**src/hw/cart_pkg.sv**
```systemverilog
//====================
// Shared widths, header offsets and enums
// for the cartridge housekeeping block
//====================

package cart_pkg;

	//====================
	// Widths
	//====================
	localparam int ADDR_W = 25;
	localparam int DATA_W = 16;
	localparam int MASK_W = 24;
	localparam int JOY_W  = 12;

	// Download index of a cheat file
	localparam logic [7:0] CODE_INDEX = 8'hff;

	//====================
	// Header offsets
	//====================
	// Copier header in front of the image
	localparam logic [ADDR_W-1:0] COPIER_HDR = 'd512;

	// ROM size field per mapping, RAM size sits 2 above
	localparam logic [ADDR_W-1:0] LOROM_INFO   = 'h7fd6;
	localparam logic [ADDR_W-1:0] HIROM_INFO   = 'hffd6;
	localparam logic [ADDR_W-1:0] EXHIROM_INFO = 'h40ffd6;

	// LLAPI device types of Saturn pads
	localparam logic [7:0] SATURN_TYPE_A = 8'd3;
	localparam logic [7:0] SATURN_TYPE_B = 8'd8;

	//====================
	// Menu choices and states
	//====================
	typedef enum logic [2:0] {
		hdr_auto,
		hdr_none,
		hdr_lorom,
		hdr_hirom,
		hdr_exhirom
	} rom_header_e;

	typedef enum logic [1:0] {
		region_auto,
		region_ntsc,
		region_pal
	} video_region_e;

	typedef enum logic {
		bk_idle,
		bk_transfer
	} bk_state_e;

endpackage

```
**src/hw/rom_detect.sv**
```systemverilog
//====================
// ROM header detection
// Picks type, masks and region out of the download
//====================

`timescale 1ns/1ps

module rom_detect
	import cart_pkg::*;
(
	input  logic                clk_sys,
	input  logic                reset,
	input  logic                ioctl_download,
	input  logic [7:0]          ioctl_index,
	input  logic [ADDR_W-1:0]   ioctl_addr,
	input  logic [DATA_W-1:0]   ioctl_dout,
	input  logic                ioctl_wr,
	input  rom_header_e         header_mode,
	input  video_region_e       region_sel,
	output logic                cart_loading,
	output logic [7:0]          rom_type,
	output logic [MASK_W-1:0]   rom_mask,
	output logic [MASK_W-1:0]   ram_mask,
	output logic                pal
);

	logic [3:0]        rom_size;
	logic [3:0]        ram_size;
	logic              rom_region;
	logic              info_mode;
	logic [ADDR_W-1:0] info_addr;
	logic              hdr_wr;

	assign cart_loading = ioctl_download && (ioctl_index != CODE_INDEX);
	assign hdr_wr       = cart_loading && ioctl_wr;

	// Size field location for the forced mappings
	always_comb begin
		info_mode = 1'b1;
		info_addr = '0;
		case (header_mode)
			hdr_lorom:   info_addr = LOROM_INFO + COPIER_HDR;
			hdr_hirom:   info_addr = HIROM_INFO + COPIER_HDR;
			hdr_exhirom: info_addr = EXHIROM_INFO + COPIER_HDR;
			default:     info_mode = 1'b0;
		endcase
	end

	//====================
	// Header fields
	//====================
	always_ff @(posedge clk_sys) begin
		if (!reset) begin
			rom_type   <= '0;
			rom_size   <= '0;
			ram_size   <= '0;
			rom_region <= 1'b0;
		end else if (hdr_wr) begin
			if (ioctl_addr == '0) begin
				rom_size <= 4'hc;
				ram_size <= 4'h0;
				// Loader puts both sizes in the low byte
				if (header_mode == hdr_auto && ioctl_dout[7:0] != 8'h00) begin
					rom_size <= ioctl_dout[3:0];
					ram_size <= ioctl_dout[7:4];
				end
				case (header_mode)
					hdr_none, hdr_lorom: rom_type <= 8'd0;
					hdr_hirom:           rom_type <= 8'd1;
					hdr_exhirom:         rom_type <= 8'd2;
					default:             rom_type <= ioctl_dout[15:8];
				endcase
			end
			if (ioctl_addr == ADDR_W'(2))
				rom_region <= ioctl_dout[8];
			if (info_mode) begin
				if (ioctl_addr == info_addr)
					rom_size <= ioctl_dout[11:8];
				if (ioctl_addr == info_addr + ADDR_W'(2))
					ram_size <= ioctl_dout[3:0];
			end
		end
	end

	// Sizes are powers of two in 1 KB units
	assign rom_mask = (MASK_W'(1024) << rom_size) - 1'b1;
	assign ram_mask = (ram_size != 4'h0) ? (MASK_W'(1024) << ram_size) - 1'b1 : '0;

	// Region holds while a cart streams in
	always_ff @(posedge clk_sys) begin
		if (!reset)
			pal <= 1'b0;
		else if (!cart_loading)
			pal <= (region_sel == region_auto) ? rom_region : (region_sel == region_pal);
	end

endmodule

```
**src/hw/cheat_loader.sv**
```systemverilog
//====================
// Cheat record assembly from eight download words
//====================

`timescale 1ns/1ps

module cheat_loader
	import cart_pkg::*;
(
	input  logic                clk_sys,
	input  logic                reset,
	input  logic                ioctl_download,
	input  logic [7:0]          ioctl_index,
	input  logic [ADDR_W-1:0]   ioctl_addr,
	input  logic [DATA_W-1:0]   ioctl_dout,
	input  logic                ioctl_wr,
	input  logic                cart_loading,
	output logic [31:0]         cheat_flags,
	output logic [31:0]         cheat_addr,
	output logic [31:0]         cheat_compare,
	output logic [31:0]         cheat_replace,
	output logic                cheat_strobe,
	output logic                cheat_clear
);

	logic code_wr;

	assign code_wr = ioctl_download && (ioctl_index == CODE_INDEX) && ioctl_wr;

	// Table is wiped on a new cart or at the start of a cheat file
	assign cheat_clear = cart_loading || (code_wr && ioctl_addr == '0);

	// Fields arrive low word first
	always_ff @(posedge clk_sys) begin
		if (!reset) begin
			cheat_flags   <= '0;
			cheat_addr    <= '0;
			cheat_compare <= '0;
			cheat_replace <= '0;
		end else if (code_wr) begin
			case (ioctl_addr[3:0])
				4'd0:  cheat_flags[15:0]    <= ioctl_dout;
				4'd2:  cheat_flags[31:16]   <= ioctl_dout;
				4'd4:  cheat_addr[15:0]     <= ioctl_dout;
				4'd6:  cheat_addr[31:16]    <= ioctl_dout;
				4'd8:  cheat_compare[15:0]  <= ioctl_dout;
				4'd10: cheat_compare[31:16] <= ioctl_dout;
				4'd12: cheat_replace[15:0]  <= ioctl_dout;
				4'd14: cheat_replace[31:16] <= ioctl_dout;
				default: ;
			endcase
		end
	end

	// Last word closes the record
	always_ff @(posedge clk_sys) begin
		if (!reset)
			cheat_strobe <= 1'b0;
		else
			cheat_strobe <= code_wr && (ioctl_addr[3:0] == 4'd14);
	end

endmodule

```
**src/hw/backup_sync.sv**
```systemverilog
//====================
// Backup RAM enable, dirty flag and
// SD sector sequencer for load and save
//====================

`timescale 1ns/1ps

module backup_sync
	import cart_pkg::*;
#(
	parameter int LBA_W = 32
) (
	input  logic                clk_sys,
	input  logic                reset,
	input  logic                cart_loading,
	input  logic [MASK_W-1:0]   ram_mask,
	input  logic                img_mounted,
	input  logic                img_readonly,
	input  logic                img_present,
	input  logic                bsram_write,
	input  logic                osd_open,
	input  logic                autosave,
	input  logic                bk_load_req,
	input  logic                bk_save_req,
	input  logic                sd_ack,
	output logic [LBA_W-1:0]    sd_lba,
	output logic                sd_rd,
	output logic                sd_wr,
	output logic                bk_loading,
	output logic                bk_busy,
	output logic                bk_pending,
	output logic                bk_enabled
);

	bk_state_e  state;
	logic       loading_d;
	logic       load_r;
	logic       load_d;
	logic       save_r;
	logic       save_d;
	logic       ack_d;
	logic       bk_save;
	logic       start_load;
	logic       start_save;
	logic       last_sector;

	assign bk_busy = (state == bk_transfer);

	// Autosave fires once the menu opens on dirty RAM
	assign bk_save     = bk_save_req || (bk_pending && osd_open && autosave);
	assign start_load  = (load_r && !load_d) ||
	                     (loading_d && !cart_loading && img_present && bk_enabled);
	assign start_save  = save_r && !save_d;
	assign last_sector = (sd_lba >= LBA_W'(ram_mask[MASK_W-1:9]));

	//====================
	// Enable and dirty flag
	//====================
	always_ff @(posedge clk_sys) begin
		if (!reset) begin
			loading_d  <= 1'b0;
			bk_enabled <= 1'b0;
			bk_pending <= 1'b0;
		end else begin
			loading_d <= cart_loading;
			if (!loading_d && cart_loading)
				bk_enabled <= 1'b0;
			// Save image gets mounted near the end of the download
			if (cart_loading && img_mounted && !img_readonly)
				bk_enabled <= |ram_mask;

			if (bk_enabled && !osd_open && bsram_write)
				bk_pending <= 1'b1;
			else if (bk_busy)
				bk_pending <= 1'b0;
		end
	end

	//====================
	// Sector sequencer
	//====================
	always_ff @(posedge clk_sys) begin
		if (!reset) begin
			state      <= bk_idle;
			load_r     <= 1'b0;
			load_d     <= 1'b0;
			save_r     <= 1'b0;
			save_d     <= 1'b0;
			ack_d      <= 1'b0;
			sd_lba     <= '0;
			sd_rd      <= 1'b0;
			sd_wr      <= 1'b0;
			bk_loading <= 1'b0;
		end else begin
			load_r <= bk_load_req && bk_enabled;
			load_d <= load_r;
			save_r <= bk_save && bk_enabled;
			save_d <= save_r;
			ack_d  <= sd_ack;

			// Host took the request
			if (!ack_d && sd_ack) begin
				sd_rd <= 1'b0;
				sd_wr <= 1'b0;
			end

			case (state)
				bk_idle: begin
					if (start_load || start_save) begin
						state      <= bk_transfer;
						bk_loading <= start_load;
						sd_lba     <= '0;
						sd_rd      <= start_load;
						sd_wr      <= !start_load;
					end
				end
				bk_transfer: begin
					// Sector done on the falling ack
					if (ack_d && !sd_ack) begin
						if (last_sector) begin
							state      <= bk_idle;
							bk_loading <= 1'b0;
						end else begin
							sd_lba <= sd_lba + 1'b1;
							sd_rd  <= bk_loading;
							sd_wr  <= !bk_loading;
						end
					end
				end
				default: state <= bk_idle;
			endcase
		end
	end

endmodule

```
**src/hw/pad_mapper.sv**
```systemverilog
//====================
// LLAPI pad to joystick word mapping
//====================

`timescale 1ns/1ps

module pad_mapper
	import cart_pkg::*;
(
	input  logic [31:0]         llapi_buttons,
	input  logic [7:0]          llapi_type,
	input  logic                llapi_en,
	input  logic                llapi_select,
	input  logic [JOY_W-1:0]    hps_joy,
	output logic [JOY_W-1:0]    joy,
	output logic                menu_combo
);

	logic             saturn;
	logic [JOY_W-1:0] joy_ll;

	assign saturn = (llapi_type == SATURN_TYPE_A) || (llapi_type == SATURN_TYPE_B);

	// Start, select, RT, LT, Y, X, B, A, then d-pad
	always_comb begin
		joy_ll = {
			llapi_buttons[5], llapi_buttons[4],
			llapi_buttons[7], llapi_buttons[6],
			llapi_buttons[2], llapi_buttons[3], llapi_buttons[0], llapi_buttons[1],
			llapi_buttons[27:24]
		};
		// Saturn has no select, so Z takes it and L/R fold onto the shoulders
		if (saturn) begin
			joy_ll[10] = llapi_buttons[6];
			joy_ll[9]  = llapi_buttons[9] | llapi_buttons[7];
			joy_ll[8]  = llapi_buttons[8];
		end
	end

	assign joy = (llapi_en && llapi_select) ? joy_ll : hps_joy;

	// Menu combo works even with the pad unused
	assign menu_combo = llapi_buttons[26] & llapi_buttons[5] & llapi_buttons[0];

endmodule

```
**src/hw/cart_ctrl_top.sv**
```systemverilog
//====================
// Cartridge housekeeping top level
// Header detect, cheats, backup sequencing and pad mapping
//====================

`timescale 1ns/1ps

module cart_ctrl_top
	import cart_pkg::*;
#(
	parameter int LBA_W = 32
) (
	input  logic                clk_sys,
	input  logic                reset,

	// Download stream
	input  logic                ioctl_download,
	input  logic [7:0]          ioctl_index,
	input  logic [ADDR_W-1:0]   ioctl_addr,
	input  logic [DATA_W-1:0]   ioctl_dout,
	input  logic                ioctl_wr,

	// Menu
	input  rom_header_e         header_mode,
	input  video_region_e       region_sel,
	input  logic                autosave,
	input  logic                bk_load_req,
	input  logic                bk_save_req,
	input  logic                llapi_select,
	input  logic                osd_open,

	// Save image and system
	input  logic                img_mounted,
	input  logic                img_readonly,
	input  logic                img_present,
	input  logic                bsram_write,
	input  logic                sd_ack,

	// Pads
	input  logic [31:0]         llapi_buttons_a,
	input  logic [31:0]         llapi_buttons_b,
	input  logic [7:0]          llapi_type_a,
	input  logic [7:0]          llapi_type_b,
	input  logic                llapi_en_a,
	input  logic                llapi_en_b,
	input  logic [JOY_W-1:0]    hps_joy_a,
	input  logic [JOY_W-1:0]    hps_joy_b,

	// Cartridge info
	output logic                cart_loading,
	output logic [7:0]          rom_type,
	output logic [MASK_W-1:0]   rom_mask,
	output logic [MASK_W-1:0]   ram_mask,
	output logic                pal,

	// Cheat record
	output logic [31:0]         cheat_flags,
	output logic [31:0]         cheat_addr,
	output logic [31:0]         cheat_compare,
	output logic [31:0]         cheat_replace,
	output logic                cheat_strobe,
	output logic                cheat_clear,

	// SD channel and backup status
	output logic [LBA_W-1:0]    sd_lba,
	output logic                sd_rd,
	output logic                sd_wr,
	output logic                bk_loading,
	output logic                bk_pending,
	output logic                bk_busy,
	output logic                bk_enabled,

	// Mapped joysticks
	output logic [JOY_W-1:0]    joy_a,
	output logic [JOY_W-1:0]    joy_b,
	output logic                menu_combo_a,
	output logic                menu_combo_b
);

	rom_detect i_rom_detect (
		.clk_sys        (clk_sys),
		.reset          (reset),
		.ioctl_download (ioctl_download),
		.ioctl_index    (ioctl_index),
		.ioctl_addr     (ioctl_addr),
		.ioctl_dout     (ioctl_dout),
		.ioctl_wr       (ioctl_wr),
		.header_mode    (header_mode),
		.region_sel     (region_sel),
		.cart_loading   (cart_loading),
		.rom_type       (rom_type),
		.rom_mask       (rom_mask),
		.ram_mask       (ram_mask),
		.pal            (pal)
	);

	cheat_loader i_cheat_loader (
		.clk_sys        (clk_sys),
		.reset          (reset),
		.ioctl_download (ioctl_download),
		.ioctl_index    (ioctl_index),
		.ioctl_addr     (ioctl_addr),
		.ioctl_dout     (ioctl_dout),
		.ioctl_wr       (ioctl_wr),
		.cart_loading   (cart_loading),
		.cheat_flags    (cheat_flags),
		.cheat_addr     (cheat_addr),
		.cheat_compare  (cheat_compare),
		.cheat_replace  (cheat_replace),
		.cheat_strobe   (cheat_strobe),
		.cheat_clear    (cheat_clear)
	);

	backup_sync #(
		.LBA_W (LBA_W)
	) i_backup_sync (
		.clk_sys      (clk_sys),
		.reset        (reset),
		.cart_loading (cart_loading),
		.ram_mask     (ram_mask),
		.img_mounted  (img_mounted),
		.img_readonly (img_readonly),
		.img_present  (img_present),
		.bsram_write  (bsram_write),
		.osd_open     (osd_open),
		.autosave     (autosave),
		.bk_load_req  (bk_load_req),
		.bk_save_req  (bk_save_req),
		.sd_ack       (sd_ack),
		.sd_lba       (sd_lba),
		.sd_rd        (sd_rd),
		.sd_wr        (sd_wr),
		.bk_loading   (bk_loading),
		.bk_busy      (bk_busy),
		.bk_pending   (bk_pending),
		.bk_enabled   (bk_enabled)
	);

	// One mapper per LLAPI port
	pad_mapper i_pad_mapper_a (
		.llapi_buttons (llapi_buttons_a),
		.llapi_type    (llapi_type_a),
		.llapi_en      (llapi_en_a),
		.llapi_select  (llapi_select),
		.hps_joy       (hps_joy_a),
		.joy           (joy_a),
		.menu_combo    (menu_combo_a)
	);

	pad_mapper i_pad_mapper_b (
		.llapi_buttons (llapi_buttons_b),
		.llapi_type    (llapi_type_b),
		.llapi_en      (llapi_en_b),
		.llapi_select  (llapi_select),
		.hps_joy       (hps_joy_b),
		.joy           (joy_b),
		.menu_combo    (menu_combo_b)
	);

endmodule

```
**config.mk**
```make
export PLATFORM = sky130hd
export DESIGN_NAME = cart_ctrl_top
export DESIGN_NICKNAME = d
export VERILOG_FILES = /design/src/hw/cart_pkg.sv /design/src/hw/rom_detect.sv /design/src/hw/cheat_loader.sv /design/src/hw/backup_sync.sv /design/src/hw/pad_mapper.sv /design/src/hw/cart_ctrl_top.sv
export SDC_FILE = /design/constraint.sdc
export NUM_CORES = 1
export LEC_CHECK = 0
export ABC_AREA = 1
export BUFFER_PORTS_ARGS = -buffer_cell sky130_fd_sc_hd__buf_2
export CORE_AREA = 4 4 164 166
export DETAILED_ROUTE_END_ITERATION = 8
export DIE_AREA = 0 0 168 170
export GPL_TIMING_DRIVEN = 0
export PLACE_DENSITY_LB_ADDON = 0.15
export SETUP_SLACK_MARGIN = 0.3
export SLEW_MARGIN = 10
export SYNTH_ARGS = -nofsm -noshare
export SYNTH_HDL_FRONTEND = slang
export SYNTH_SLANG_ARGS = --single-unit
```
**constraint.sdc**
```tcl
create_clock -name clk_sys -period 2.9 [get_ports clk_sys]
set_clock_uncertainty 0.1 [all_clocks]
set_input_delay 0.725 -clock clk_sys [delete_from_list [all_inputs] [get_ports clk_sys]]
set_output_delay 0.725 -clock clk_sys [all_outputs]
set_load 0.05 [all_outputs]
```
# ---- Yosys cells after proc, flatten, opt, wreduce, memory -nomap -nowiden
# Index checks and enable logic that the tools add are counted.
dict set report word_totals {
  ff_bits 191
  latch_bits 0
  ramBits 0
  rom_bits 0
  input_bits 174
  out_inout_bits 252
  elab_cells 173
  n_memories 0
}
dict set report classes {
  add_sub_neg 4
  multipliers 0
  div 0
  n_lt_le_gt_ge 1
  n_eq_ne 25
  shifts 2
  n_mux 43
  n_bitwise 7
  n_reduce_logical 64
}
# op n
set ops {}
lappend ops {{two-way mux 32 bit} 3}
lappend ops {{one-hot mux 23 bit (3 select lines)} 1}
lappend ops {{one-hot mux 32 bit (2 select lines)} 1}
lappend ops {{left shift 11 x 4 -> 24 bit, first input constant} 2}
lappend ops {{subtractor 24 x 1 -> 24 bit, second input constant} 2}
lappend ops {{adder 32 x 1 -> 32 bit, second input constant} 1}
lappend ops {{>= comparator 32 x 15 -> 1 bit} 1}
lappend ops {{two-way mux 4 bit} 8}
lappend ops {{== test 25 x 2 -> 1 bit, second input constant} 1}
lappend ops {{== test 25 x 23 -> 1 bit} 1}
lappend ops {{== test 25 bit} 1}
lappend ops {{logical AND 1 bit} 25}
lappend ops {{zero test 25 bit} 1}
lappend ops {{adder 23 x 2 -> 24 bit, second input constant} 1}
lappend ops {{two-way mux 12 bit} 2}
lappend ops {{two-way mux 24 bit} 1}
lappend ops {{one-hot mux 8 bit (3 select lines)} 1}
lappend ops {{OR reduction 24 bit} 1}
lappend ops {{two-way mux 1 bit} 20}
lappend ops {{AND reduction 2 bit} 10}
lappend ops {{== test 4 bit, second input constant} 4}
lappend ops {{== test 8 x 2 -> 1 bit, second input constant} 2}
lappend ops {{== test 8 x 4 -> 1 bit, second input constant} 2}
lappend ops {{zero test 1 bit} 10}
lappend ops {{25 further kinds} 44}

# ---- Depth between registers and ports, before layout
dict set report logic_depth {
  word_depth 10
  depth_mapped 25
  ltp_nobuf 24
}

# ---- Hierarchy
# Synthesis repeated with hierarchy kept, for this count alone.
dict set report hier_totals {
  cells_unflattened 1633
  hier_area_um2 10705.3
}
# mod instances cells_each area_per_inst_um2 seq_area_each_um2
set modules_own_cells {}
lappend modules_own_cells {cheat_loader 1 767 5328.9 2582.5}
lappend modules_own_cells {backup_sync 1 384 2725.1 880.8}
lappend modules_own_cells {rom_detect 1 360 2115.8 360.3}
lappend modules_own_cells {pad_mapper 2 61 267.8 0.0}

# ---- Least setup slack after synthesis
# No wires, ideal clock.
dict set report synth_path {
  path_type {flip-flop to flip-flop}
  from {register i_rom_detect.ram_size[2]}
  to {register i_backup_sync.sd_lba[1]}
  setup_time_ps 117
  t_arrival_ps 4081
  required_time_ps 2683
  setup_slack_ps -1398
  path_stages_with_launch 24
  path_buffers 2
  period_less_slack_ps 4298
  cell_sequence {dfxtp_1 -> nor2_1 -> inv_1 -> nor2_1 -> inv_1 -> ha_1 -> inv_1 -> nor3_1 -> nor3_1 -> inv_1 -> ha_1 -> nand2_1 -> inv_1 -> nand2_1 -> nand2_1 -> nand2_1 -> nand2_1 -> nand2_1 -> nand3_1 -> nand2_1 -> buf_4 -> buf_6 -> a21oi_1 -> nor2_1}
}
dict set report synth_via {
  elab_chain_len 6
  word_cells_on_any_way 7
  classes_between {1 x add/sub; 1 x order compare; 1 x eq/ne; 1 x shift; 1 x mux; 2 x reduce/logical}
}
# item line_no
set synth_lines {}
lappend synth_lines {{from (decl)} rom_detect.sv:28} ;# logic [3:0] ram_size;
lappend synth_lines {{from (signal assigned)} rom_detect.sv:65} ;# ram_size <= ioctl_dout[7:4];
lappend synth_lines {{from (signal assigned)} rom_detect.sv:80} ;# ram_size <= ioctl_dout[3:0];
lappend synth_lines {{left shift 11 x 4 -> 24 bit} rom_detect.sv:87} ;# assign ram_mask = (ram_size != 4'h0) ? (MASK_W'(1024) << ram_size) - 1'b1 : '0;
lappend synth_lines {{subtractor 24 x 1 -> 24 bit} rom_detect.sv:87}
lappend synth_lines {{two-way mux 24 bit (*)} rom_detect.sv:87}
lappend synth_lines {{via ram_mask[13]} cart_ctrl_top.sv:53} ;# output logic [MASK_W-1:0] ram_mask,
lappend synth_lines {{>= comparator 32 x 15 -> 1 bit (*)} backup_sync.sv:54} ;# assign last_sector = (sd_lba >= LBA_W'(ram_mask[MASK_W-1:9]));
lappend synth_lines {{inequality test 2 bit (no line) (*)} n/a}
lappend synth_lines {{AND reduction 3 bit (no line) (*)} n/a}
lappend synth_lines {{to (signal assigned)} backup_sync.sv:124} ;# sd_lba <= sd_lba + 1'b1;
lappend synth_lines {{to (decl)} backup_sync.sv:26} ;# output logic [LBA_W-1:0] sd_lba,
# Mark *: on every way through the listed nets, which the timed path passes. The rest lies on a longest branch.
# A chain may end at the register's enable or synchronous reset.

# ---- Worst setup path after layout
dict set report layout_path {
  from {register i_rom_detect.ram_size[3]}
  to {register i_backup_sync.sd_lba[14]}
}
dict set report layout_via {
  elab_chain_len 6
  word_cells_on_any_way 7
  classes_between {1 x add/sub; 1 x order compare; 1 x eq/ne; 1 x shift; 1 x mux; 2 x reduce/logical}
}
# item line_no
set layout_lines {}
lappend layout_lines {{left shift 11 x 4 -> 24 bit} rom_detect.sv:87}
lappend layout_lines {{subtractor 24 x 1 -> 24 bit} rom_detect.sv:87}
lappend layout_lines {{two-way mux 24 bit (*)} rom_detect.sv:87}
lappend layout_lines {{>= comparator 32 x 15 -> 1 bit (*)} backup_sync.sv:54}
lappend layout_lines {{inequality test 2 bit (no line) (*)} n/a}
lappend layout_lines {{AND reduction 3 bit (no line) (*)} n/a}
# Every way passes the cells marked *; elsewhere a longest branch is shown, timed or not.

==> qor.yml <==
drt:
  wirelength_microns: 36900
  post-route-drc-count: 0
  wl_per_cell_microns: 18.2
  vias: 9826
  firstDrtPassIters: 5
  ant_nets: 0
  drt_iter0_markers: 505
  vias_per_cell: 4.86
grt:
  antenna_found_initial: 2
  grt_first_pass_wirelength_microns: 54600
  gr-total-overflow: 0
  grt_pass1_vias: 9351
  grt_usage: 0.247
  grt_max_degree: 20
die:
  rows: 59
  fp.coreArea_sq_um: 25600
  io_pins: 426
  die_height_microns: 170
  dieArea_sq_um: 28600
  die_w_microns: 168
  initial_core_util: 0.347
timing:
  fin_ws_ns: -0.186
  grt_setup_unrepaired: "true"
  slew_viol_final: 0
  worstMarginPinSlew_ns: 0.742
  relSlewSlack: 0.506
  final.min_clock_period_ns: 3.09
  setup_viol: 37
  whs_ns: 0.325
  hold_viol: 0
  tns_ns: -3.20
  fin_crit_sh: 1.06
  clock.fmax_mhz: 324
yosys:
  syn_area_sq_um: 8890
  yosysTopAreaCellShare: 0.430
  syn_inst: 1228
  async_reset_ff_frac: 0
  synth_flop_cell: "dfxtp_1"
  ys.warnings.count: 0
  synth_area_leaders: "dfxtp_1, a21oi_1, nand2_1"
  syn_area_per_cell_sq_um: 7.24
  synth.ff_latch_count: 191
  synth.largest_area_cell: "dfxtp_1"
  ys_seq_area_frac: 0.430
  synth_enable_flop_cells: 0
  synth_cell_types: 41
power:
  vdd_drop_max_v: 0.000268
  p_per_area_nw_per_um2: 442
  power.leakage_uw: 0.00633
flow_run:
  maxCapViolations: 0
clocking:
  cts_tree: "done"
  clock-sinks: 191
  cts_buffer_depth: 2
  cts_buffers: 17
  clkLatencyLatePin_ns: 0.44
  cts_root_buf: "clkbuf_16"
  clk_pin_slew_ns: 0.08
  postCtsHoldBufs: 0
  cts_htree_levels: 4
hold_path:
  hold_path_class: "flip-flop to flip-flop"
  hold_depth: 2
critical_path:
  cp_cell_sequence: "nor2_4, clkinv_4, nor2_4, inv_2, ha_4, inv_4, a21oi_4, o21ai_2, nor2_1, nor2_1, nand2_2, ha_4, a21oi_2, nand2_2, nand2_2, nand3_2, nor2_4, nand3_2, nand2_2, buf_6, buf_12, buf_8, nand3_1, a21oi_1"
  cp.required_ns: 3.17
  endpoint_kind: "flip-flop"
  cp-start-kind: "flip-flop"
  cpMostUsedCell: "nand2_2"
  crit_fanout: 5
  crit_type: "flip-flop to flip-flop"
  cpPeakStageDelay_ns: 0.36
  r2r_cells: 24
  critPathArrivalTime_ns: 3.35
  cp_slowest_cell: "dfxtp_4"
cells_and_area:
  drive_above_1_share: 0.379
  layout_commonest_cell: "buf_2"
  layout.nets: 1863
  final_cell_mix: "buf_2, nand2_1, dfxtp_1"
  fin_area_sq_um: 13000
  areaGrowthSynthToFinish_pct: 46.2
  fin_cells: 2021
  fillers: 2543
run_status:
  failed_checks: "setup timing"
  status: "finished with violations"
placed_design:
  port_buffers: 379
  placed_area_sq_um: 11400
  place.gp.congestion: 0.901
  dp_hpwl_microns: 27600
  placedCellCount: 1951
  post-place-ws_ns: -0.577
[metrics by stage]
step	power [uW]	utilization
after detailed placement	3310	0.447
after global routing	5930	0.507
final	5740	0.507
after CTS	5770	0.493
after floorplan	3060	-
after global placement	3310	0.447
[cells in the mapped netlist (3+ instances only)]
library cell  instances
nor2_2                4
nor3b_1               3
buf_6                 3
nand4_1              10
buf_4                29
clkbuf_1             27
nand3_1              57
a21oi_1             170
nor3_1               13
ha_1                 18
o21ai_0             100
nand2_1             201
inv_1               101
o21ai_1              43
xnor2_1               6
buf_2                18
xor2_1               12
nor2_1              156
inv_2                 5
a211oi_1             18
dfxtp_1             191
nor4_4                4
clkinv_1             15
[path summary, 6_finish.rpt]
kind,start,slack (ns),endpoint
worst min register to register,i_backup_sync.load_r,0.33,i_backup_sync.load_d
worst max-delay path,i_rom_detect.ram_size[3],-0.19,i_backup_sync.sd_lba[14]
worst min-delay path,i_backup_sync.load_r,0.33,i_backup_sync.load_d
worst max register to register,i_rom_detect.ram_size[3],-0.19,i_backup_sync.sd_lba[14]
[layout make-up]
cell class / count / area, sq um / share of cell area
clock buffer: 19 / 443 / 0.0341
buffer: 78 / 477 / 0.0367
inverter: 121 / 482 / 0.0371
multi-input combinational: 847 / 4720 / 0.363
clock inverter: 13 / 171 / 0.0132
timing repair buffer: 414 / 2430 / 0.187
sequential: 191 / 3850 / 0.296
antenna: 2 / 5.00 / 0.000385
timing repair inverter: 1 / 5.00 / 0.000385
tap: 335 / 419 / 0.0323
[layer usage]
layer,global-route usage,part of all wire
met1,0.285,0.39
met2,0.444,0.50
met3,0.0708,0.080
met5,0,0
met4,0.0720,0.023
[where the power goes]
part	internal (uW)	switching, uW
combinational	205	469
sequential	2620	7.81
clock	1270	1170
[worst max-delay path, delay by kind of cell (launching register included)]
family,cells,cell delay [ns]
and+or+nand+nor,12,1.19
adders and majority gates,2,0.41
buffers and inverters,6,0.57
AOI/OAI and AO/OA,4,0.38
DFF,1,0.36
[state kept, by name (all words and copies together), names as in the netlist, 4 cells and up]
name	flops
i_backup_sync.sd_lba	32
i_cheat_loader.cheat_addr	32
i_cheat_loader.cheat_compare	32
i_cheat_loader.cheat_flags	32
i_cheat_loader.cheat_replace	32
i_rom_detect.rom_type	8
i_rom_detect.ram_size	4
i_rom_detect.rom_size	4
[timing repair]
item                                    CTS  global route
endpoints found under the hold margin     0             0
resized for setup                       108            76
pin swaps                                25            34
buffers inserted                         20            13
endpoints found under the setup margin   83            79
cloned                                    2             1
[kinds of logic after synthesis]
logic type                 count (synthesis)  share of synthesized area
AOI/OAI and AO/OA                        341                      0.200
and+or+nand+nor                          460                      0.225
buffers and inverters                    199                      0.101
adders and majority gates                 18                     0.0253
other                                      1                   0.000422
xor gates and xnor gates                  18                     0.0177
DFF                                      191                      0.430
No activity file was read; power rests on OpenSTA's default activity.
